File: src/rtl/sdhc_pkg.sv
/* shared constants for the SD command-line host; sizes follow the SD command format
   CMD word layout: index in bits 5..0, response type in bits 9..8 */
package sdhc_pkg;

  // command path sizing
  localparam int CmdQueueDepth   = 2;
  localparam int FrameBits       = 48;
  localparam int RespTimeoutClks = 64;
  localparam int DebounceCycles  = 16;

  // bits before the crc field, and the end bit position
  localparam int CrcStartBit = 40;
  localparam int EndBitPos   = FrameBits - 1;

  localparam int CreditW   = $clog2(CmdQueueDepth + 1);
  localparam int QPtrW     = $clog2(CmdQueueDepth);
  localparam int BitCntW   = $clog2(FrameBits + 1);
  localparam int TimeoutW  = $clog2(RespTimeoutClks);
  localparam int DebounceW = $clog2(DebounceCycles);

  // register map
  localparam logic [3:0] RegArg       = 4'd0;
  localparam logic [3:0] RegCmd       = 4'd1;
  localparam logic [3:0] RegResp      = 4'd2;
  localparam logic [3:0] RegStatus    = 4'd3;
  localparam logic [3:0] RegClkDiv    = 4'd4;
  localparam logic [3:0] RegIrqEn     = 4'd5;
  localparam logic [3:0] RegSoftReset = 4'd6;

  // response types
  localparam logic [1:0] RespNone = 2'd0;
  localparam logic [1:0] RespR1   = 2'd1;
  localparam logic [1:0] RespR3   = 2'd2;

  // status bits, 0..6 are sticky
  localparam int StDone      = 0;
  localparam int StTimeout   = 1;
  localparam int StCrcErr    = 2;
  localparam int StIndexErr  = 3;
  localparam int StEndErr    = 4;
  localparam int StCardErr   = 5;
  localparam int StBusy      = 6;
  localparam int StInserted  = 7;
  localparam int StQueueFull = 8;

  // command engine states
  localparam logic [1:0] EngIdle = 2'd0;
  localparam logic [1:0] EngSend = 2'd1;
  localparam logic [1:0] EngWait = 2'd2;
  localparam logic [1:0] EngRecv = 2'd3;

  // response argument, card status or OCR
  typedef union packed {
    struct packed {
      logic [12:0] err;
      logic [5:0]  rsvd_hi;
      logic [3:0]  cur_state;
      logic        rdy_data;
      logic [7:0]  rsvd_lo;
    } r1;
    struct packed {
      logic        busy_n;
      logic [30:0] ocr;
    } r3;
  } sdhc_resp_u;

  // one serial step of crc7, x^7 + x^3 + 1
  function automatic logic [6:0] crc7_next(logic [6:0] crc, logic din);
    logic fb;
    fb = crc[6] ^ din;
    return {crc[5:3], crc[2] ^ fb, crc[1:0], fb};
  endfunction

endpackage

File: src/rtl/sdhc_card_detect.sv
/* sd_cd_ni is active low and asynchronous; output follows after DebounceCycles stable */
`timescale 1ns/1ns
module sdhc_card_detect
  import sdhc_pkg::*;
(
  input  logic clk_i,
  input  logic rst_i,
  input  logic sd_cd_ni,
  output logic card_inserted_o
);

  logic [1:0]           sync_q;
  logic [DebounceW-1:0] cnt_q;
  logic                 inserted_q;

  always_ff @(posedge clk_i) begin
    if (rst_i) begin
      sync_q     <= 2'b00;
      cnt_q      <= '0;
      inserted_q <= 1'b0;
    end else begin
      sync_q <= {sync_q[0], !sd_cd_ni};
      if (sync_q[1] == inserted_q) begin
        cnt_q <= '0;
      end else if (cnt_q == DebounceW'(DebounceCycles - 1)) begin
        cnt_q      <= '0;
        inserted_q <= sync_q[1];
      end else begin
        cnt_q <= cnt_q + 1'b1;
      end
    end
  end

  assign card_inserted_o = inserted_q;

endmodule

File: src/rtl/sdhc_clk_gen.sv
/* sd_clk_o = clk_i / (2 * (clk_div_i + 1)); edge enables lead each edge by one cycle
   a new divide takes effect at the next half-period boundary */
`timescale 1ns/1ns
module sdhc_clk_gen
  import sdhc_pkg::*;
(
  input  logic       clk_i,
  input  logic       rst_i,
  input  logic [7:0] clk_div_i,
  output logic       sd_clk_o,
  output logic       sd_clk_rise_o,
  output logic       sd_clk_fall_o
);

  logic [7:0] cnt_q;
  logic [7:0] div_q;
  logic       sd_clk_q;
  logic       half_end;

  assign half_end = (cnt_q == div_q);

  always_ff @(posedge clk_i) begin
    if (rst_i) begin
      cnt_q    <= 8'd0;
      div_q    <= 8'd0;
      sd_clk_q <= 1'b0;
    end else if (half_end) begin
      cnt_q    <= 8'd0;
      // divider sampled only here
      div_q    <= clk_div_i;
      sd_clk_q <= !sd_clk_q;
    end else begin
      cnt_q <= cnt_q + 8'd1;
    end
  end

  assign sd_clk_o      = sd_clk_q;
  assign sd_clk_rise_o = half_end && !sd_clk_q;
  assign sd_clk_fall_o = half_end && sd_clk_q;

endmodule

File: src/rtl/sdhc_cmd_engine.sv
/* command queue, frame serializer and response receiver; no response checking here
   pushes beyond CmdQueueDepth are prevented upstream by the credit counter */
`timescale 1ns/1ns
module sdhc_cmd_engine
  import sdhc_pkg::*;
(
  input  logic        clk_i,
  input  logic        rst_i,
  input  logic        soft_rst_i,
  input  logic        sd_clk_rise_i,
  input  logic        sd_clk_fall_i,
  input  logic        cmd_push_i,
  input  logic [31:0] cmd_arg_i,
  input  logic [5:0]  cmd_index_i,
  input  logic [1:0]  cmd_resp_type_i,
  output logic        cmd_credit_o,
  output logic        sd_cmd_o,
  output logic        sd_cmd_en_o,
  input  logic        sd_cmd_i,
  output logic        resp_valid_o,
  output logic        resp_timeout_o,
  output logic [1:0]  resp_type_o,
  output logic [5:0]  exp_index_o,
  output logic [5:0]  resp_index_o,
  output logic [31:0] resp_arg_o,
  output logic [6:0]  resp_crc_o,
  output logic        resp_end_o
);

  logic [31:0]          q_arg   [CmdQueueDepth];
  logic [5:0]           q_index [CmdQueueDepth];
  logic [1:0]           q_type  [CmdQueueDepth];
  logic [QPtrW-1:0]     wr_ptr_q;
  logic [QPtrW-1:0]     rd_ptr_q;
  logic [CreditW-1:0]   q_count_q;
  logic [1:0]           state_q;
  logic [BitCntW-1:0]   bit_cnt_q;
  logic [TimeoutW-1:0]  timeout_cnt_q;
  logic [39:0]          tx_sr_q;
  logic [6:0]           crc_q;
  logic [FrameBits-1:0] rx_sr_q;
  logic [5:0]           cur_index_q;
  logic [1:0]           cur_type_q;
  logic                 cmd_q;
  logic                 cmd_en_q;
  logic                 resp_valid_q;
  logic                 resp_timeout_q;
  logic                 pop;

  assign pop          = (state_q == EngIdle) && (q_count_q != '0);
  assign cmd_credit_o = pop;

  always_ff @(posedge clk_i) begin
    if (cmd_push_i) begin
      q_arg[wr_ptr_q]   <= cmd_arg_i;
      q_index[wr_ptr_q] <= cmd_index_i;
      q_type[wr_ptr_q]  <= cmd_resp_type_i;
    end
  end

  always_ff @(posedge clk_i) begin
    if (rst_i || soft_rst_i) begin
      wr_ptr_q  <= '0;
      rd_ptr_q  <= '0;
      q_count_q <= '0;
    end else begin
      if (cmd_push_i) begin
        wr_ptr_q <= wr_ptr_q + 1'b1;
      end
      if (pop) begin
        rd_ptr_q <= rd_ptr_q + 1'b1;
      end
      case ({cmd_push_i, pop})
        2'b10:   q_count_q <= q_count_q + 1'b1;
        2'b01:   q_count_q <= q_count_q - 1'b1;
        default: q_count_q <= q_count_q;
      endcase
    end
  end

  always_ff @(posedge clk_i) begin
    if (rst_i || soft_rst_i) begin
      state_q        <= EngIdle;
      bit_cnt_q      <= '0;
      timeout_cnt_q  <= '0;
      cmd_q          <= 1'b1;
      cmd_en_q       <= 1'b0;
      resp_valid_q   <= 1'b0;
      resp_timeout_q <= 1'b0;
    end else begin
      resp_valid_q   <= 1'b0;
      resp_timeout_q <= 1'b0;
      case (state_q)
        EngIdle: begin
          if (pop) begin
            // start bit 0, direction bit 1 for host to card
            tx_sr_q     <= {1'b0, 1'b1, q_index[rd_ptr_q], q_arg[rd_ptr_q]};
            cur_index_q <= q_index[rd_ptr_q];
            cur_type_q  <= q_type[rd_ptr_q];
            crc_q       <= 7'd0;
            bit_cnt_q   <= '0;
            state_q     <= EngSend;
          end
        end
        EngSend: begin
          if (sd_clk_fall_i) begin
            bit_cnt_q <= bit_cnt_q + 1'b1;
            if (bit_cnt_q < BitCntW'(CrcStartBit)) begin
              cmd_en_q <= 1'b1;
              cmd_q    <= tx_sr_q[39];
              tx_sr_q  <= {tx_sr_q[38:0], 1'b0};
              crc_q    <= crc7_next(crc_q, tx_sr_q[39]);
            end else if (bit_cnt_q < BitCntW'(EndBitPos)) begin
              cmd_q <= crc_q[6];
              crc_q <= {crc_q[5:0], 1'b0};
            end else if (bit_cnt_q == BitCntW'(EndBitPos)) begin
              cmd_q <= 1'b1;
            end else begin
              // end bit done, hand the line to the card
              cmd_en_q      <= 1'b0;
              timeout_cnt_q <= '0;
              if (cur_type_q == RespNone) begin
                resp_valid_q <= 1'b1;
                state_q      <= EngIdle;
              end else begin
                state_q <= EngWait;
              end
            end
          end
        end
        EngWait: begin
          if (sd_clk_rise_i) begin
            if (!sd_cmd_i) begin
              rx_sr_q   <= {rx_sr_q[FrameBits-2:0], sd_cmd_i};
              bit_cnt_q <= BitCntW'(1);
              state_q   <= EngRecv;
            end else if (timeout_cnt_q == TimeoutW'(RespTimeoutClks - 1)) begin
              resp_valid_q   <= 1'b1;
              resp_timeout_q <= 1'b1;
              state_q        <= EngIdle;
            end else begin
              timeout_cnt_q <= timeout_cnt_q + 1'b1;
            end
          end
        end
        default: begin
          if (sd_clk_rise_i) begin
            rx_sr_q   <= {rx_sr_q[FrameBits-2:0], sd_cmd_i};
            bit_cnt_q <= bit_cnt_q + 1'b1;
            if (bit_cnt_q == BitCntW'(EndBitPos)) begin
              resp_valid_q <= 1'b1;
              state_q      <= EngIdle;
            end
          end
        end
      endcase
    end
  end

  assign sd_cmd_o       = cmd_q;
  assign sd_cmd_en_o    = cmd_en_q;
  assign resp_valid_o   = resp_valid_q;
  assign resp_timeout_o = resp_timeout_q;
  assign resp_type_o    = cur_type_q;
  assign exp_index_o    = cur_index_q;
  assign resp_index_o   = rx_sr_q[45:40];
  assign resp_arg_o     = rx_sr_q[39:8];
  assign resp_crc_o     = rx_sr_q[7:1];
  assign resp_end_o     = rx_sr_q[0];

endmodule

File: src/rtl/sdhc_reg_decode.sv
/* register port decode; reads return data one cycle after reg_valid_i
   a RegCmd write with no credit left is dropped */
`timescale 1ns/1ns
module sdhc_reg_decode
  import sdhc_pkg::*;
(
  input  logic        clk_i,
  input  logic        rst_i,
  input  logic        reg_valid_i,
  input  logic        reg_write_i,
  input  logic [3:0]  reg_addr_i,
  input  logic [31:0] reg_wdata_i,
  output logic [31:0] reg_rdata_o,
  input  logic [7:0]  status_i,
  input  logic [31:0] resp_arg_i,
  output logic [6:0]  status_clr_o,
  output logic        cmd_push_o,
  output logic [31:0] cmd_arg_o,
  output logic [5:0]  cmd_index_o,
  output logic [1:0]  cmd_resp_type_o,
  input  logic        cmd_credit_i,
  output logic [7:0]  clk_div_o,
  output logic [6:0]  irq_en_o,
  output logic        soft_rst_o
);

  logic [31:0]        arg_q;
  logic [5:0]         cmd_index_q;
  logic [1:0]         cmd_type_q;
  logic [7:0]         clk_div_q;
  logic [6:0]         irq_en_q;
  logic [CreditW-1:0] credits_q;
  logic               push_q;
  logic               soft_rst_q;
  logic               wr_en;
  logic               cmd_accept;
  logic               queue_full;

  assign wr_en      = reg_valid_i && reg_write_i;
  assign queue_full = (credits_q == '0);
  assign cmd_accept = wr_en && (reg_addr_i == RegCmd) && !queue_full;

  // write-one-to-clear strobes go straight to the collector
  assign status_clr_o = (wr_en && reg_addr_i == RegStatus) ? reg_wdata_i[6:0] : 7'd0;

  always_ff @(posedge clk_i) begin
    if (wr_en && reg_addr_i == RegArg) begin
      arg_q <= reg_wdata_i;
    end
    if (cmd_accept) begin
      cmd_index_q <= reg_wdata_i[5:0];
      cmd_type_q  <= reg_wdata_i[9:8];
    end
  end

  always_ff @(posedge clk_i) begin
    if (rst_i) begin
      clk_div_q  <= 8'd0;
      irq_en_q   <= 7'd0;
      soft_rst_q <= 1'b0;
    end else begin
      soft_rst_q <= wr_en && (reg_addr_i == RegSoftReset) && reg_wdata_i[0];
      if (wr_en && reg_addr_i == RegClkDiv) begin
        clk_div_q <= reg_wdata_i[7:0];
      end
      if (wr_en && reg_addr_i == RegIrqEn) begin
        irq_en_q <= reg_wdata_i[6:0];
      end
    end
  end

  // credits track free slots in the engine queue
  always_ff @(posedge clk_i) begin
    if (rst_i || soft_rst_q) begin
      credits_q <= CreditW'(CmdQueueDepth);
      push_q    <= 1'b0;
    end else begin
      push_q <= cmd_accept;
      case ({cmd_accept, cmd_credit_i})
        2'b10:   credits_q <= credits_q - 1'b1;
        2'b01:   credits_q <= credits_q + 1'b1;
        default: credits_q <= credits_q;
      endcase
    end
  end

  always_ff @(posedge clk_i) begin
    if (reg_valid_i && !reg_write_i) begin
      case (reg_addr_i)
        RegArg:    reg_rdata_o <= arg_q;
        RegCmd:    reg_rdata_o <= {22'd0, cmd_type_q, 2'd0, cmd_index_q};
        RegResp:   reg_rdata_o <= resp_arg_i;
        RegStatus: reg_rdata_o <= {23'd0, queue_full, status_i};
        RegClkDiv: reg_rdata_o <= {24'd0, clk_div_q};
        RegIrqEn:  reg_rdata_o <= {25'd0, irq_en_q};
        default:   reg_rdata_o <= 32'd0;
      endcase
    end
  end

  assign cmd_push_o      = push_q;
  assign cmd_arg_o       = arg_q;
  assign cmd_index_o     = cmd_index_q;
  assign cmd_resp_type_o = cmd_type_q;
  assign clk_div_o       = clk_div_q;
  assign irq_en_o        = irq_en_q;
  assign soft_rst_o      = soft_rst_q;

endmodule

File: src/rtl/sdhc_resp_collect.sv
/* response checks and sticky status; a set in the same cycle wins over a clear
   R3 responses skip the crc and index checks */
`timescale 1ns/1ns
module sdhc_resp_collect
  import sdhc_pkg::*;
(
  input  logic        clk_i,
  input  logic        rst_i,
  input  logic        soft_rst_i,
  input  logic        resp_valid_i,
  input  logic        resp_timeout_i,
  input  logic [1:0]  resp_type_i,
  input  logic [5:0]  exp_index_i,
  input  logic [5:0]  resp_index_i,
  input  logic [31:0] resp_arg_i,
  input  logic [6:0]  resp_crc_i,
  input  logic        resp_end_i,
  input  logic        card_inserted_i,
  input  logic [6:0]  status_clr_i,
  input  logic [6:0]  irq_en_i,
  output logic [7:0]  status_o,
  output logic [31:0] resp_arg_o,
  output logic        irq_o
);

  sdhc_resp_u  resp_u;
  logic [39:0] crc_bits;
  logic [6:0]  crc_calc;
  logic [6:0]  set_bits;
  logic [6:0]  status_q;
  logic [31:0] resp_arg_q;

  assign resp_u = resp_arg_i;

  // start and direction bits of a response are both 0
  assign crc_bits = {2'b00, resp_index_i, resp_arg_i};

  always_comb begin
    crc_calc = 7'd0;
    for (int i = 39; i >= 0; i--) begin
      crc_calc = crc7_next(crc_calc, crc_bits[i]);
    end
  end

  always_comb begin
    set_bits = 7'd0;
    if (resp_valid_i) begin
      set_bits[StDone] = 1'b1;
      if (resp_timeout_i) begin
        set_bits[StTimeout] = 1'b1;
      end else if (resp_type_i == RespR1) begin
        set_bits[StCrcErr]   = (resp_crc_i != crc_calc);
        set_bits[StIndexErr] = (resp_index_i != exp_index_i);
        set_bits[StEndErr]   = !resp_end_i;
        set_bits[StCardErr]  = |resp_u.r1.err;
      end else if (resp_type_i == RespR3) begin
        set_bits[StEndErr] = !resp_end_i;
        set_bits[StBusy]   = !resp_u.r3.busy_n;
      end
    end
  end

  always_ff @(posedge clk_i) begin
    if (rst_i || soft_rst_i) begin
      status_q <= 7'd0;
    end else begin
      status_q <= (status_q & ~status_clr_i) | set_bits;
    end
  end

  // only a received response updates RESP
  always_ff @(posedge clk_i) begin
    if (resp_valid_i && !resp_timeout_i && resp_type_i != RespNone) begin
      resp_arg_q <= resp_arg_i;
    end
  end

  assign status_o   = {card_inserted_i, status_q};
  assign resp_arg_o = resp_arg_q;
  assign irq_o      = |(status_q & irq_en_i);

endmodule

File: src/rtl/sdhc_top.sv
/* SD host, command line only; sd_cmd_o is valid while sd_cmd_en_o is high
   sd_cmd_i needs an external pull-up so the idle line reads 1 */
`timescale 1ns/1ns
module sdhc_top (
  input  logic        clk_i,
  input  logic        rst_i,
  input  logic        reg_valid_i,
  input  logic        reg_write_i,
  input  logic [3:0]  reg_addr_i,
  input  logic [31:0] reg_wdata_i,
  output logic [31:0] reg_rdata_o,
  output logic        sd_clk_o,
  output logic        sd_cmd_o,
  output logic        sd_cmd_en_o,
  input  logic        sd_cmd_i,
  input  logic        sd_cd_ni,
  output logic        irq_o
);

  logic [7:0]  status;
  logic [31:0] resp_reg;
  logic [6:0]  status_clr;
  logic        cmd_push;
  logic [31:0] cmd_arg;
  logic [5:0]  cmd_index;
  logic [1:0]  cmd_resp_type;
  logic        cmd_credit;
  logic [7:0]  clk_div;
  logic [6:0]  irq_en;
  logic        soft_rst;
  logic        sd_clk_rise;
  logic        sd_clk_fall;
  logic        resp_valid;
  logic        resp_timeout;
  logic [1:0]  resp_type;
  logic [5:0]  exp_index;
  logic [5:0]  resp_index;
  logic [31:0] resp_arg;
  logic [6:0]  resp_crc;
  logic        resp_end;
  logic        card_inserted;

  sdhc_reg_decode i_reg_decode (
    .clk_i,
    .rst_i,
    .reg_valid_i,
    .reg_write_i,
    .reg_addr_i,
    .reg_wdata_i,
    .reg_rdata_o,
    .status_i        (status),
    .resp_arg_i      (resp_reg),
    .status_clr_o    (status_clr),
    .cmd_push_o      (cmd_push),
    .cmd_arg_o       (cmd_arg),
    .cmd_index_o     (cmd_index),
    .cmd_resp_type_o (cmd_resp_type),
    .cmd_credit_i    (cmd_credit),
    .clk_div_o       (clk_div),
    .irq_en_o        (irq_en),
    .soft_rst_o      (soft_rst)
  );

  sdhc_clk_gen i_clk_gen (
    .clk_i,
    .rst_i,
    .clk_div_i     (clk_div),
    .sd_clk_o,
    .sd_clk_rise_o (sd_clk_rise),
    .sd_clk_fall_o (sd_clk_fall)
  );

  sdhc_cmd_engine i_cmd_engine (
    .clk_i,
    .rst_i,
    .soft_rst_i      (soft_rst),
    .sd_clk_rise_i   (sd_clk_rise),
    .sd_clk_fall_i   (sd_clk_fall),
    .cmd_push_i      (cmd_push),
    .cmd_arg_i       (cmd_arg),
    .cmd_index_i     (cmd_index),
    .cmd_resp_type_i (cmd_resp_type),
    .cmd_credit_o    (cmd_credit),
    .sd_cmd_o,
    .sd_cmd_en_o,
    .sd_cmd_i,
    .resp_valid_o    (resp_valid),
    .resp_timeout_o  (resp_timeout),
    .resp_type_o     (resp_type),
    .exp_index_o     (exp_index),
    .resp_index_o    (resp_index),
    .resp_arg_o      (resp_arg),
    .resp_crc_o      (resp_crc),
    .resp_end_o      (resp_end)
  );

  sdhc_resp_collect i_resp_collect (
    .clk_i,
    .rst_i,
    .soft_rst_i      (soft_rst),
    .resp_valid_i    (resp_valid),
    .resp_timeout_i  (resp_timeout),
    .resp_type_i     (resp_type),
    .exp_index_i     (exp_index),
    .resp_index_i    (resp_index),
    .resp_arg_i      (resp_arg),
    .resp_crc_i      (resp_crc),
    .resp_end_i      (resp_end),
    .card_inserted_i (card_inserted),
    .status_clr_i    (status_clr),
    .irq_en_i        (irq_en),
    .status_o        (status),
    .resp_arg_o      (resp_reg),
    .irq_o
  );

  sdhc_card_detect i_card_detect (
    .clk_i,
    .rst_i,
    .sd_cd_ni,
    .card_inserted_o (card_inserted)
  );

endmodule

File: config.mk
export PLATFORM = sky130hd
export DESIGN_NAME = sdhc_top
export DESIGN_NICKNAME = d
export VERILOG_FILES = /design/src/rtl/sdhc_pkg.sv /design/src/rtl/sdhc_card_detect.sv /design/src/rtl/sdhc_clk_gen.sv /design/src/rtl/sdhc_cmd_engine.sv /design/src/rtl/sdhc_reg_decode.sv /design/src/rtl/sdhc_resp_collect.sv /design/src/rtl/sdhc_top.sv
export SDC_FILE = /design/constraint.sdc
export NUM_CORES = 1
export LEC_CHECK = 0
export ABC_AREA = 1
export BUFFER_PORTS_ARGS = -buffer_cell sky130_fd_sc_hd__clkbuf_2
export CELL_PAD_IN_SITES_DETAIL_PLACEMENT = 0
export CELL_PAD_IN_SITES_GLOBAL_PLACEMENT = 1
export CORE_ASPECT_RATIO = 0.75
export CORE_MARGIN = 3
export CORE_UTILIZATION = 40
export DETAILED_ROUTE_END_ITERATION = 6
export GPL_TIMING_DRIVEN = 1
export HOLD_SLACK_MARGIN = 0.06
export MAX_ROUTING_LAYER = met4
export PLACE_DENSITY = 0.8
export SLEW_MARGIN = 20
export SYNTH_ARGS = -nofsm -noshare
export SYNTH_HDL_FRONTEND = slang
export SYNTH_SLANG_ARGS = --single-unit
File: constraint.sdc
create_clock -name clk_i -period 8.41 [get_ports clk_i]
set_clock_uncertainty 0.15 [all_clocks]
set_input_delay 0.4205 -clock clk_i [delete_from_list [all_inputs] [get_ports clk_i]]
set_output_delay 0.4205 -clock clk_i [all_outputs]
set_load 0.05 [all_outputs]
== Yosys cells after proc, flatten, opt, wreduce, memory -nomap -nowiden ==
Memory sizes are Yosys's and may differ from the RTL's. A register that Yosys moved wholly into a read port is not among the register bits.
Index checks and enable logic that the tools add are counted.
Operators by class
  $add $sub $neg: 10
  $lt $le $gt $ge: 2
  equal/unequal tests: 35
  multiplexer cells: 75
  bitwise operators: 79
  reduce and logical (&&, ||, !) cells: 52
Operators by type and width (count)
  32-bit case mux with 6 select lines: 1
  46-bit 2-to-1 mux: 3
  40-bit 2-to-1 mux: 3
  46-bit case mux with 2 select lines: 1
  40-bit case mux with 2 select lines: 1
  6-bit 2-to-1 mux: 12
  1-bit XOR: 71
  7-bit 2-to-1 mux: 6
  1-bit 2-to-1 mux: 28
  2-bit 2-to-1 mux: 12
  6-bit case mux with 3 select lines: 1
  2-bit inequality test, second input constant: 8
  1-bit logical AND: 15
  5-bit AND reduction: 3
  7-bit AND: 2
  7-bit case mux with 2 select lines: 1
  13-bit OR reduction: 1
  6-bit by 1-bit adder with 6-bit output, second input constant: 2
  4-bit by 3-bit == test with 1-bit output, second input constant: 3
  6-bit == test, second input constant: 2
  6-bit < comparator, second input constant: 2
  6-bit case mux with 2 select lines: 1
  2-bit nonzero test: 6
  9-bit AND reduction: 1
  37 further kinds: 67
Word-level totals
  register bits after elaboration: 275
  memory bits (writable): 80
  bits of input ports: 42
  output and inout port bits: 36
  word-level logic and storage cells: 287
  memories: 3
Memories
  i_cmd_engine.q_arg: words 2, width 32, rd ports 1, clocked after Yosys merged registers in 1, write ports 1, RTL line sdhc_cmd_engine.sv:30  | logic [31:0] q_arg [CmdQueueDepth];
  i_cmd_engine.q_index: words 2, width 6, rd ports 1, clocked after Yosys merged registers in 1, write ports 1, RTL line sdhc_cmd_engine.sv:31  | logic [5:0] q_index [CmdQueueDepth];
  i_cmd_engine.q_type: words 2, width 2, rd ports 1, clocked after Yosys merged registers in 1, write ports 1, RTL line sdhc_cmd_engine.sv:32  | logic [1:0] q_type [CmdQueueDepth];

== Logic depth before layout (Yosys ltp) ==
  depth in word-level cells: 23
  gate-level depth with buffers: 32
  depth with buffers taken out: 32

== Modules after synthesis ==
Synthesis repeated with hierarchy kept, for this count alone.
Second synthesis, totals
  cell total of the unflattened synthesis: 1658
  area total of the unflattened synthesis: 16042.9 um^2
Modules (own cells, without submodules)
  sdhc_cmd_engine: instances 1, cells an instance 615, area an instance 7811.2 um^2, sequential area each 5895.7 um^2
  sdhc_reg_decode: instances 1, cells an instance 416, area an instance 3926.3 um^2, sequential area each 2542.4 um^2
  sdhc_resp_collect: instances 1, cells an instance 444, area an instance 3041.7 um^2, sequential area each 1101.1 um^2
  sdhc_clk_gen: instances 1, cells an instance 151, area an instance 1001.0 um^2, sequential area each 340.3 um^2
  sdhc_card_detect: instances 1, cells an instance 32, area an instance 262.8 um^2, sequential area each 140.1 um^2

== Worst setup path after synthesis ==
Ideal clock, no wire load.
  kind: reg2reg
  start: reg i_clk_gen.cnt_q[4]
  end: reg i_cmd_engine.tx_sr_q[0] (enable)
  library setup time: 0.652 ns
  data arrival time: 7.712 ns
  data required time: 7.608 ns
  path slack: -0.104 ns
  cell stages (with the launch flop): 11
  path buffers: 0
  period minus slack after synthesis: 8.514 ns
  cells stage by stage: dfxtp_1 or2_0 a2111oi_0 nand2_1 inv_2 nand2_1 inv_1 nor2_1 inv_1 nand2_1 a2111oi_0
Between the ends
  word-level cells in the longest chain between the ends: 4
Ends and longest elaborated chain
  start, declared: RTL line sdhc_clk_gen.sv:15  | logic [7:0] cnt_q;
  start signal, assigned: RTL line sdhc_clk_gen.sv:33  | cnt_q <= cnt_q + 8'd1;
  8-bit == test: RTL line sdhc_clk_gen.sv:20  | assign half_end = (cnt_q == div_q);
  1-bit logical AND: RTL line sdhc_clk_gen.sv:39  | assign sd_clk_fall_o = half_end && sd_clk_q;
  2-bit inequality test (no source line)
  5-bit AND reduction (no source line)
  end signal, assigned: RTL line sdhc_cmd_engine.sv:97  | tx_sr_q <= {1'b0, 1'b1, q_index[rd_ptr_q], q_arg[rd_ptr_q]};
  end signal, assigned: RTL line sdhc_cmd_engine.sv:111  | tx_sr_q <= {tx_sr_q[38:0], 1'b0};
  end, declared: RTL line sdhc_cmd_engine.sv:39  | logic [39:0] tx_sr_q;
No other way between the ends.
A chain may end at the register's enable or synchronous reset.

== Final worst setup path ==
  start: in rst_i
  end: reg i_cmd_engine.tx_sr_q[29] (enable)
Between the ends
  word-level cells in the longest chain between the ends: 3
Ends and longest elaborated chain
  start, declared: RTL line sdhc_top.sv:6  | input logic rst_i,
  1-bit logical OR: RTL line sdhc_cmd_engine.sv:82  | if (rst_i || soft_rst_i) begin
  1-bit NOT (no source line)
  5-bit AND reduction (no source line)
No other way between the ends.

==> out/summary.txt <==
DRT Pass-1 Iters - 5
largest area contributor in the netlist - edfxtp_1
DR vias/cell - 5.02
final hold violations - 0
commonest non-fill, non-tap cell in the layout - nand2_1
Pleak - 6.78 nW
Hold WC Path Type - input pin to flip-flop
relative slew slack - 0.307
# H-tree levels - 2
GRT Residual Overflow - 0
actual slew at the worst max-slew pin - 1040 ps
cts bufs inserted - 37
row cnt - 60
Max FO, Critical Path - 40
CTS resizes - 0
reg2reg setup slack - 5070 ps
mean post-synth cell area - 10.7 um^2
status - complete, no violations
final setup TNS - 0 ps
drt wl/cell - 17.0 um
met3 wire len - 2370 um
register area share after synthesis - 0.672
synthesized cell area - 14,900 um^2
fin crit period - 3540 ps
vias in the first global route - 9,844
Synth Instances - 1,392
Critical Path End Type - flip-flop
cts hold-fix bufs - 35
yosys warns - 0
most frequent cells in the layout - nand2_1 (319), edfxtp_1 (285), inv_1 (117)
die height - 173 um
Post-Syn Nets - 1,444
via count - 10,291
WL met1 - 16,700 um
Die Wd - 229 um
Detailed Place HPWL - 23,400 um
# fillers - 3,303
DR WL met2 - 15,000 um
CP required - 8410 ps
mux cell area share after synthesis - 0
Maximum Capacitance Violations - 0
I/O pins - 78
Setup Crit Path Kind - input pin to flip-flop
GR Util All Layers - 0.181
post-synthesis compound-gate area fraction - 0.0821
global-route wire length before repair - 55,000 um
Slew Viols, Final - 0
RSZ-0062 raised after global routing - false
ys flop type - edfxtp_1
Layout area overhead - 17.3%
Skew-Pair Late Insertion Delay - 530 ps
fmax - 283 MHz
CTS Sinks - 358
final antenna-violating net count - 0
area of the multi-input gates - 4290 um^2
Yosys top cell area share - 0.574
final-stage net count - 1,576
share of flip-flops with an asynchronous set or reset - 0
fraction of layout instances using a drive strength above 1 - 0.152
fin util - 0.481
DRT Wirelength - 34,800 um
number of synthesized flops with an enable pin - 285
PwrDens - 282 nW/um^2
critical path startpoint category - input pin
post-synthesis cell type count - 42
Remaining DRCs - 0
Initial Util - 0.410
Placer Congestion - 0.897
largest net degree at the start of global routing - 52
initial antenna violation count - 0
WP data arrival - 3530 ps
peak supply drop - 125 uV
top layer in use - met4
Root Driver - clkbuf_16
largest family of logic cells by synthesized area - simple AND/OR/NAND/NOR gates
final worst path period share - 0.421
Worst-path clk slew - 60 ps
Core ar. - 36,300 um^2
XOR/XNOR Fraction of Synth Area - 0.0110
total die area - 39,600 um^2
Sequential Area - 10,000 um^2
Final setup viols - 0
setup bufs post-CTS - 0
Synth area leaders - edfxtp_1 (57%), dfxtp_1 (9.8%), nand2_1 (8.0%)
Adder-Cell Fraction of Synth Area - 0.00839
IO buf count - 77
CTS tree - built
Clock Path Buffers - 3
# diodes - 0
area share of and/or/nand/nor cells after synthesis - 0.183
synthesis-stage register bit count - 358
DRT iter0 DRCs - 831
[layer usage]
metal	vias up	GRT usage
li1	5043	-
met1	4932	0.261
met2	273	0.262
met3	43	0.0387
met4	0	0.0408
met5	-	-
[sequential cells by signal (all words and copies together) (netlist names), 7 cells and up, named ones only]
name                       flops
i_cmd_engine.q_arg            64
i_cmd_engine.rx_sr_q          46
i_cmd_engine.tx_sr_q          40
i_reg_decode.cmd_arg_o        32
i_reg_decode.reg_rdata_o      32
i_resp_collect.resp_arg_o     32
i_cmd_engine.q_index          12
i_clk_gen.cnt_q                8
i_clk_gen.div_q                8
i_reg_decode.clk_div_o         8
i_cmd_engine.crc_q             7
i_reg_decode.irq_en_o          7
i_resp_collect.status_q        7
[cell families (layout without fill, tap and decap cells)]
group                    Yosys count  in the layout
adder cells (fa/ha/maj)           10             10
XOR/XNOR                          17             17
AND/OR/NAND/NOR                  625            625
AO/OA/AOI/OAI                    210            210
buffers and inverters            172            332
flip-flops                       358            358
[metrics by stage]
stage / instances / instance area [um^2] / hold WS (ps) / power (W) / worst slack (ps)
after global placement: 1945 / 15900 / 281 / 0.00333 / 5040
after detailed placement: 1945 / 15900 / 294 / 0.00336 / 4930
after floorplan: 1392 / 14900 / 238 / 0.00307 / 1860
final: 2048 / 17500 / 78.0 / 0.00493 / 4870
after CTS: 2047 / 17500 / 60.7 / 0.00498 / 4910
after global routing: 2048 / 17500 / 63.9 / 0.00522 / 4650
[power by group]
group	switching [W]	leakage [nW]	internal, W
sequential	0.0000787	3.18	0.00211
combinational	0.000793	3.02	0.000346
clock	0.000684	0.576	0.000921
total	0.00156	6.78	0.00338
[path summary, 6_finish.rpt]
kind	startpoint	end	cells after the start
hold reg to reg	i_card_detect.cnt_q[0]	i_card_detect.cnt_q[0]	1
setup reg to reg	i_cmd_engine.rx_sr_q[39]	i_resp_collect.status_q[2]	30
setup / recovery	rst_i	i_cmd_engine.tx_sr_q[29]	6
hold / removal	reg_wdata_i[1]	i_reg_decode.cmd_index_o[1]	1
[synth_stat cells (all sizes together) (3+ instances only)]
| cell | number |
|---|---|
| xnor2 | 5 |
| buf | 4 |
| a211oi | 3 |
| nor4 | 5 |
| or2 | 4 |
| a22o | 23 |
| a2111oi | 3 |
| nand2 | 364 |
| a21oi | 111 |
| dfxtp | 73 |
| inv | 138 |
| clkbuf | 29 |
| nor2 | 120 |
| nor3 | 15 |
| edfxtp | 285 |
| ha | 10 |
| nand3 | 100 |
| a31oi | 8 |
| a221oi | 9 |
| xor2 | 12 |
| nand3b | 9 |
| o21ai | 45 |
| nand4 | 6 |
[worst max-delay path, stage by stage]
cell	delay, ps
dlygate4sd3_1	560
clkbuf_2	210
nor2_1	560
clkinv_1	700
a2111oi_2	510
buf_4	560
[layout make-up]
class                           instances  area share
Tap cell                              496      0.0355
Sequential cell                       358       0.573
Timing Repair Buffer                  126      0.0492
Multi-Input combinational cell        862       0.245
Clock buffer                           40      0.0547
Clock inverter                         27      0.0129
Inverter                              139      0.0298
No activity file was read; power rests on OpenSTA's default activity.
